## src/rn_params.svh

```systemverilog
`ifndef RN_PARAMS_SVH
`define RN_PARAMS_SVH

// Logical register file
`define NCPU_LRF_AW 5
`define NCPU_LRF_N  (1 << `NCPU_LRF_AW)

// Physical register file
`define NCPU_PRF_AW 6
`define NCPU_PRF_N  (1 << `NCPU_PRF_AW)

// Op payload widths
`define PC_W        32
`define CONFIG_DW   32
`define NCPU_OPC_W  8

`endif

```

## src/rn_pkg.sv

```systemverilog
`include "rn_params.svh"

package rn_pkg;

   typedef logic [`NCPU_LRF_AW-1:0] lreg_t;
   typedef logic [`NCPU_PRF_AW-1:0] preg_t;
   typedef logic [`PC_W-1:0]        pc_t;
   typedef logic [`CONFIG_DW-1:0]   data_t;
   typedef logic [`NCPU_OPC_W-1:0]  opc_t;

   // Op as it leaves decode
   typedef struct packed {
      opc_t  opc;
      pc_t   pc;
      data_t imm;
      lreg_t lrs1;
      logic  lrs1_re;
      lreg_t lrs2;
      logic  lrs2_re;
      lreg_t lrd;
      logic  lrd_we;
   } rn_op_t;

   // Op handed to issue
   typedef struct packed {
      opc_t  opc;
      pc_t   pc;
      data_t imm;
      preg_t prs1;
      logic  prs1_re;
      preg_t prs2;
      logic  prs2_re;
      preg_t prd;
      logic  prd_we;
      preg_t pfree;  // Old mapping of lrd
      lreg_t lrd;
   } issue_op_t;

endpackage

```

## src/cmt_pkg.sv

```systemverilog
`include "rn_params.svh"

package cmt_pkg;

   import rn_pkg::*;

   // Op leaving the core in program order
   typedef struct packed {
      lreg_t lrd;
      preg_t prd;
      preg_t pfree;  // Returned to the free list
      logic  prd_we;
   } cmt_t;

   // Result written to the physical register file
   typedef struct packed {
      preg_t prd;
   } wb_t;

endpackage

```

## src/rn.sv

```systemverilog
`timescale 1ns/1ps
`include "rn_params.svh"

module rn
   import rn_pkg::*;
   import cmt_pkg::*;
(
   input  logic                   clk,
   input  logic                   rst_n,
   input  logic                   in_valid,
   input  rn_op_t                 in_op,
   output logic                   in_ready,
   output logic                   out_valid,
   output issue_op_t              out_op,
   input  logic                   out_ready,
   input  logic                   commit_valid,
   input  cmt_t                   commit,
   input  logic                   wb_valid,
   input  wb_t                    wb,
   input  logic                   flush,
   output logic [`NCPU_PRF_N-1:0] busytable
);

   preg_t     fl_prd;
   logic      fl_empty;
   preg_t     rat_prs1;
   preg_t     rat_prs2;
   preg_t     rat_pfree;
   logic      p_ce;      // Issue register can take a new op
   logic      accept;
   logic      alloc;     // Accepted op that writes a register
   issue_op_t issue_nxt;

   assign p_ce     = ~out_valid | out_ready;
   assign in_ready = ~fl_empty & p_ce;
   assign accept   = in_valid & in_ready & ~flush;
   assign alloc    = accept & in_op.lrd_we;

   rn_fl U_RN_FL (
      .clk          (clk),
      .rst_n        (rst_n),
      .pop          (alloc),
      .rollback     (flush),
      .commit_valid (commit_valid),
      .commit       (commit),
      .fl_prd       (fl_prd),
      .fl_empty     (fl_empty)
   );

   rn_rat U_RN_RAT (
      .clk          (clk),
      .rst_n        (rst_n),
      .we           (alloc),
      .rollback     (flush),
      .lrs1         (in_op.lrs1),
      .lrs2         (in_op.lrs2),
      .lrd          (in_op.lrd),
      .fl_prd       (fl_prd),
      .commit_valid (commit_valid),
      .commit       (commit),
      .rat_prs1     (rat_prs1),
      .rat_prs2     (rat_prs2),
      .rat_pfree    (rat_pfree)
   );

   rn_busytable U_BUSYTABLE (
      .clk       (clk),
      .rst_n     (rst_n),
      .set_valid (alloc),
      .set_prd   (fl_prd),
      .wb_valid  (wb_valid),
      .wb        (wb),
      .rollback  (flush),
      .busytable (busytable)
   );

   // Renamed op
   always_comb begin
      issue_nxt.opc     = in_op.opc;
      issue_nxt.pc      = in_op.pc;
      issue_nxt.imm     = in_op.imm;
      issue_nxt.prs1    = rat_prs1;
      issue_nxt.prs1_re = in_op.lrs1_re;
      issue_nxt.prs2    = rat_prs2;
      issue_nxt.prs2_re = in_op.lrs2_re;
      issue_nxt.prd     = in_op.lrd_we ? fl_prd : '0;
      issue_nxt.prd_we  = in_op.lrd_we;
      issue_nxt.pfree   = in_op.lrd_we ? rat_pfree : '0; // Nothing to free otherwise
      issue_nxt.lrd     = in_op.lrd;
   end

   // Issue register
   always_ff @(posedge clk) begin
      if (!rst_n || flush) begin
         out_valid <= 1'b0;
      end else if (p_ce) begin
         out_valid <= accept;
      end
   end

   always_ff @(posedge clk) begin
      if (accept) begin
         out_op <= issue_nxt;
      end
   end

endmodule

```

## src/rn_busytable.sv

```systemverilog
`timescale 1ns/1ps
`include "rn_params.svh"

module rn_busytable
   import rn_pkg::*;
   import cmt_pkg::*;
(
   input  logic                   clk,
   input  logic                   rst_n,
   input  logic                   set_valid,
   input  preg_t                  set_prd,
   input  logic                   wb_valid,
   input  wb_t                    wb,
   input  logic                   rollback,
   output logic [`NCPU_PRF_N-1:0] busytable
);

   always_ff @(posedge clk) begin
      if (!rst_n || rollback) begin
         busytable <= '0;
      end else begin
         // Result ready
         if (wb_valid) begin
            busytable[wb.prd] <= 1'b0;
         end
         // Later assignment wins, so a new rename stays busy
         if (set_valid) begin
            busytable[set_prd] <= 1'b1;
         end
      end
   end

endmodule

```

## src/rn_fl.sv

```systemverilog
`timescale 1ns/1ps
`include "rn_params.svh"

module rn_fl
   import rn_pkg::*;
   import cmt_pkg::*;
(
   input  logic  clk,
   input  logic  rst_n,
   input  logic  pop,
   input  logic  rollback,
   input  logic  commit_valid,
   input  cmt_t  commit,
   output preg_t fl_prd,
   output logic  fl_empty
);

   // Pointer with wrap bit on top
   typedef logic [`NCPU_PRF_AW:0] fl_ptr_t;

   preg_t   fl_mem [`NCPU_PRF_N];
   fl_ptr_t spec_head;
   fl_ptr_t cmt_head;
   fl_ptr_t tail;
   fl_ptr_t cmt_head_nxt;
   logic    push;
   logic    do_pop;

   assign push         = commit_valid & commit.prd_we;
   assign do_pop       = pop & ~fl_empty;
   assign cmt_head_nxt = cmt_head + fl_ptr_t'(push); // Includes this cycle's commit

   // Allocation is combinational from the speculative head
   assign fl_prd   = fl_mem[spec_head[`NCPU_PRF_AW-1:0]];
   assign fl_empty = (spec_head == tail);

   always_ff @(posedge clk) begin
      if (!rst_n) begin
         spec_head <= '0;
         cmt_head  <= '0;
         tail      <= fl_ptr_t'(`NCPU_PRF_N - `NCPU_LRF_N);
      end else begin
         cmt_head <= cmt_head_nxt;
         if (push) begin
            tail <= tail + 1'b1;
         end
         // Rollback beats allocation
         if (rollback) begin
            spec_head <= cmt_head_nxt;
         end else if (do_pop) begin
            spec_head <= spec_head + 1'b1;
         end
      end
   end

   // Registers not claimed by the initial mapping start out free
   always_ff @(posedge clk) begin
      if (!rst_n) begin
         for (int i = 0; i < `NCPU_PRF_N - `NCPU_LRF_N; i++) begin
            fl_mem[i] <= preg_t'(`NCPU_LRF_N + i);
         end
      end else if (push) begin
         fl_mem[tail[`NCPU_PRF_AW-1:0]] <= commit.pfree; // Old mapping freed
      end
   end

endmodule

```

## src/rn_rat.sv

```systemverilog
`timescale 1ns/1ps
`include "rn_params.svh"

module rn_rat
   import rn_pkg::*;
   import cmt_pkg::*;
(
   input  logic  clk,
   input  logic  rst_n,
   input  logic  we,
   input  logic  rollback,
   input  lreg_t lrs1,
   input  lreg_t lrs2,
   input  lreg_t lrd,
   input  preg_t fl_prd,
   input  logic  commit_valid,
   input  cmt_t  commit,
   output preg_t rat_prs1,
   output preg_t rat_prs2,
   output preg_t rat_pfree
);

   preg_t sp_rat   [`NCPU_LRF_N];  // Speculative mapping
   preg_t arch_rat [`NCPU_LRF_N];  // Committed mapping
   preg_t arch_nxt [`NCPU_LRF_N];

   // Lookups see the table before this edge
   assign rat_prs1  = sp_rat[lrs1];
   assign rat_prs2  = sp_rat[lrs2];
   assign rat_pfree = sp_rat[lrd];

   // Committed table with this cycle's commit merged in
   always_comb begin
      arch_nxt = arch_rat;
      if (commit_valid && commit.prd_we) begin
         arch_nxt[commit.lrd] = commit.prd;
      end
   end

   always_ff @(posedge clk) begin
      if (!rst_n) begin
         // Identity mapping out of reset
         for (int i = 0; i < `NCPU_LRF_N; i++) begin
            sp_rat[i]   <= preg_t'(i);
            arch_rat[i] <= preg_t'(i);
         end
      end else begin
         arch_rat <= arch_nxt;
         if (rollback) begin
            sp_rat <= arch_nxt;
         end else if (we) begin
            sp_rat[lrd] <= fl_prd;   // New destination
         end
      end
   end

endmodule

```

## config.mk

```make
export PLATFORM = sky130hd
export DESIGN_NAME = rn
export DESIGN_NICKNAME = d
export VERILOG_FILES = /design/src/rn_pkg.sv /design/src/cmt_pkg.sv /design/src/rn.sv /design/src/rn_busytable.sv /design/src/rn_fl.sv /design/src/rn_rat.sv
export VERILOG_INCLUDE_DIRS = /design/src /design/src/src
export SDC_FILE = /design/constraint.sdc
export NUM_CORES = 2
export LEC_CHECK = 0
export BUFFER_PORTS_ARGS = -buffer_cell sky130_fd_sc_hd__buf_2
export CAP_MARGIN = 20
export CORE_ASPECT_RATIO = 0.75
export CORE_UTILIZATION = 62
export DETAILED_ROUTE_END_ITERATION = 7
export GPL_TIMING_DRIVEN = 1
export PLACE_DENSITY_LB_ADDON = 0.08
export SETUP_SLACK_MARGIN = 0.15
export SLEW_MARGIN = 20
export SYNTH_ARGS = -nofsm -noshare
export SYNTH_HDL_FRONTEND = slang
export SYNTH_SLANG_ARGS = --single-unit
```

## constraint.sdc

```tcl
create_clock -name clk -period 13.25 [get_ports clk]
set_clock_uncertainty 0.2 [all_clocks]
set_input_delay 2.65 -clock clk [delete_from_list [all_inputs] [get_ports clk]]
set_output_delay 2.65 -clock clk [all_outputs]
set_load 0.01 [all_outputs]
```

==> results.md <==
- Outcome: completed
- Initial antenna violation count: 5
- Slew margin rel.: 17.0%
- Max-cap viol count: 0
- Worst-path clk slew: 60 ps
- Design area: 0.0474 mm^2
- Sw frac: 24.6%
- Clk pwr share: 40.8%
- Final number of setup-violating endpoints: 0
- DRT iter0 DRCs: 4488
- Most frequent cells in the layout: 488 x edfxtp_1, 474 x dfxtp_1, 364 x nand2_1
- Peak VDD IR: 0.000105 V
- Seq/Total Area, Yosys: 56.7%
- Final antenna-violating net count: 0
- Most common cell on crit path: buf_2
- # nets final: 3696
- Syn Area/Cell: 12.4 um^2
- Total congestion overflow: 0
- Site Rows: 82
- Die extent in y: 229 um
- Diode count: 0
- Cell Pwr Density: 134 mW/mm^2
- Worst-Margin Slew: 1240 ps
- Area delta synth->final: 11.1%
- CP arrival: 3300 ps
- Top-Level Pins: 291
- Comb power frac: 8.8%
- Number of synthesized flops with an enable pin: 488
- Worst setup EP type: primary output
- Max FO, Critical Path: 3
- Max clock buf depth: 3
- FF/Latch Area: 0.0242 mm^2
- Core Box Area: 0.0674 mm^2
- Ys Warns: 0
- Vias per cell: 6.97
- CTS tree: built
- # DRC: 0
- H-tree levels: 3
- Syn Inst Count: 3439
- Most used DFF post-synth: edfxtp_1
- Vias: 31600
- IO Port Bufs: 290
- Fillers: 4644
- Multi-input logic area: 0.0173 mm^2
- Period utilization: 46.5%
- Share of cells above drive strength 1: 22.1%
- Later-pin clock latency in the skew report: 670 ps
- Crit path time final: 6150 ps
- Largest net degree at the start of global routing: 93
- Hpwl dp: 85100 um
- Cell depth of the worst setup path: 4
- Placed Area: 0.0445 mm^2
- Crit Path Class: input port to primary output
- WP buf/inv: 2
- Worst r2r path cells: 10
- Worst hold path class: register to register
- Die width: 305 um
- WL/cell: 29.0 um
- Worst endpoint required time: 10400 ps
- Final RePlAce weighted congestion: 0.994
- Drt total wl: 131000 um
- Clock root buffer: clkbuf_16
- Die area: 0.0699 mm^2
- P_sw: 1.57 mW
- Global-route wire length before repair: 195000 um
- Crit-path cells: buf_2 > nor2b_1 > a21oi_1 > buf_2
- Total negative slack: 0 ps
- Number of global-route vias before repair: 30500
- Fmax achieved: 162 MHz
- Delay of the slowest critical-path stage: 260 ps
- Max Slew Vio Count: 0
- Gr usage total: 37.5%
- Initial Util: 63.3%
- Hold Vio Cnt, Final: 0
- Reg power frac: 50.4%
- Synthesized area: 0.0427 mm^2
- Unrepaired setup endpoints after global routing: false
- DR pass1 iterations: 6
- Pleak: 16.5 nW
- Setup crit start kind: input port
- Post-CTS Setup Inserts: 0
- CTS resizes: 0
- Cell-internal power: 4.81 mW
- Async S/R FF share, synth: 0%
- Total CTS buffers: 89
- Mapped Nets: 3564
- Most common cell after layout, fill and taps aside: edfxtp_1
- Family with the most delay on the worst path: buffers and inverters
- Critical path's slowest cell: nor2b_1
- Unique masters post-synth: 70
- # clock sinks: 964
- Yosys reg bits: 964
- Worst Hold Path Cells: 2
- Hold_buf cts: 0
-- synth_stat cells, types with 6 or more instances --
cell / number / share of area, %
a21oi_1: 82 / 0.96
a221o_1: 13 / 0.30
a221oi_1: 8 / 0.16
a22o_1: 7 / 0.14
a22oi_1: 62 / 1.1
a2bb2oi_1: 7 / 0.14
a31oi_1: 12 / 0.18
a32o_1: 35 / 0.82
and2_1: 16 / 0.23
and3_1: 57 / 0.84
and3b_1: 6 / 0.12
buf_1: 27 / 0.24
buf_2: 29 / 0.34
buf_4: 11 / 0.19
clkbuf_1: 232 / 2.0
dfxtp_1: 476 / 22
edfxtp_1: 488 / 34
inv_1: 12 / 0.11
mux2_2: 12 / 0.32
mux2i_1: 166 / 3.9
mux4_2: 265 / 14
nand2_1: 366 / 3.2
nand2b_1: 37 / 0.54
nand3_1: 127 / 1.5
nand3b_1: 15 / 0.26
nand4_1: 13 / 0.19
nor2_1: 303 / 2.7
nor2b_1: 6 / 0.088
nor3_1: 65 / 0.76
nor3_2: 6 / 0.14
nor3b_1: 13 / 0.23
o211ai_1: 32 / 0.56
o21a_1: 50 / 0.88
o21ai_0: 96 / 1.1
o21ai_1: 10 / 0.12
o22a_1: 44 / 0.90
o22ai_1: 65 / 0.95
or2_2: 11 / 0.16
or3_1: 62 / 0.91
xor2_1: 18 / 0.37
-- power groups by stage --
stage | clock (mW) | combinational [mW] | sequential, mW
after floorplan | 0 | 0.328 | 3.27
after global placement | 0 | 0.531 | 3.28
after detailed placement | 0 | 0.540 | 3.28
after CTS | 2.61 | 0.541 | 3.21
after global routing | 2.72 | 0.575 | 3.22
final | 2.60 | 0.560 | 3.21
-- sequential cells by signal, summed over array words and instances, names as in the netlist, named ones only --
| register | flops |
|---|---|
| U_RN_RAT.sp_rat | 192 |
| U_RN_FL.cmt_head | 7 |
| U_RN_FL.fl_mem | 384 |
| out_valid | 1 |
| U_BUSYTABLE.busytable | 64 |
| U_RN_FL.spec_head | 7 |
| out_op | 104 |
| U_RN_FL.tail | 7 |
| U_RN_RAT.arch_rat | 192 |
-- layout make-up --
| cell class | instances | share of cell area, % |
|---|---|---|
| sequential | 964 | 51.0 |
| clock inverter | 47 | 0.908 |
| clock buffer | 119 | 5.28 |
| multi-input combinational | 2159 | 36.4 |
| tap | 882 | 2.33 |
| timing repair buffer | 343 | 3.92 |
| inverter | 14 | 0.127 |
-- worst paths after layout --
path / from / to / slack (ps)
worst min register to register: U_BUSYTABLE.busytable[13] / U_BUSYTABLE.busytable[13] / 260
worst max-delay path: out_ready / in_ready / 7100
worst max register to register: register / U_BUSYTABLE.busytable[4] / 7930
worst min-delay path: U_BUSYTABLE.busytable[13] / U_BUSYTABLE.busytable[13] / 260
-- kinds of logic after synthesis --
group	after synthesis	synth area share [%]
AOI/OAI and AO/OA	568	9.32
xor gates and xnor gates	23	0.472
adders and majority gates	4	0.117
buffers and inverters	316	3.01
DFF	964	56.7
muxes	443	18.2
and+or+nand+nor	1121	12.2
-- worst reg2reg max path: stages (launching register included) --
cell and delay (ps):
dfxtp_4 670, buf_4 560, buf_4 780, mux4_2 650
o22ai_1 210, nor3_1 190, a211oi_4 270, buf_4 620
nand2_2 280, nor3_2 600, a32o_1 220
-- routing by layer --
layer | up-vias | GRT usage (%) | wire [um] | part of all wire [%]
met5 | - | 0 | 37 | 0.028
met4 | 6 | 12.3 | 4170 | 3.2
met3 | 312 | 12.1 | 18600 | 14
met2 | 2246 | 54.0 | 56800 | 43
met1 | 15700 | 54.0 | 51700 | 39
li1 | 13300 | - | - | -
-- metrics by stage --
stage / total power, mW / setup WS [ps] / hold WS (ps) / utilization (%) / std cells
6_report: 6.38 / 7100 / 264 / 70.3 / 4528
5_1_grt: 6.51 / 6990 / 283 / 70.3 / 4528
4_1_cts: 6.36 / 7100 / 262 / 70.3 / 4528
3_5_place_dp: 3.82 / 6740 / 253 / 66.0 / 4362
3_3_place_gp: 3.81 / 6840 / 246 / 66.0 / 4362
2_1_floorplan: 3.60 / 5470 / 233 / - / 3439
No activity file was read; power rests on OpenSTA's default activity.
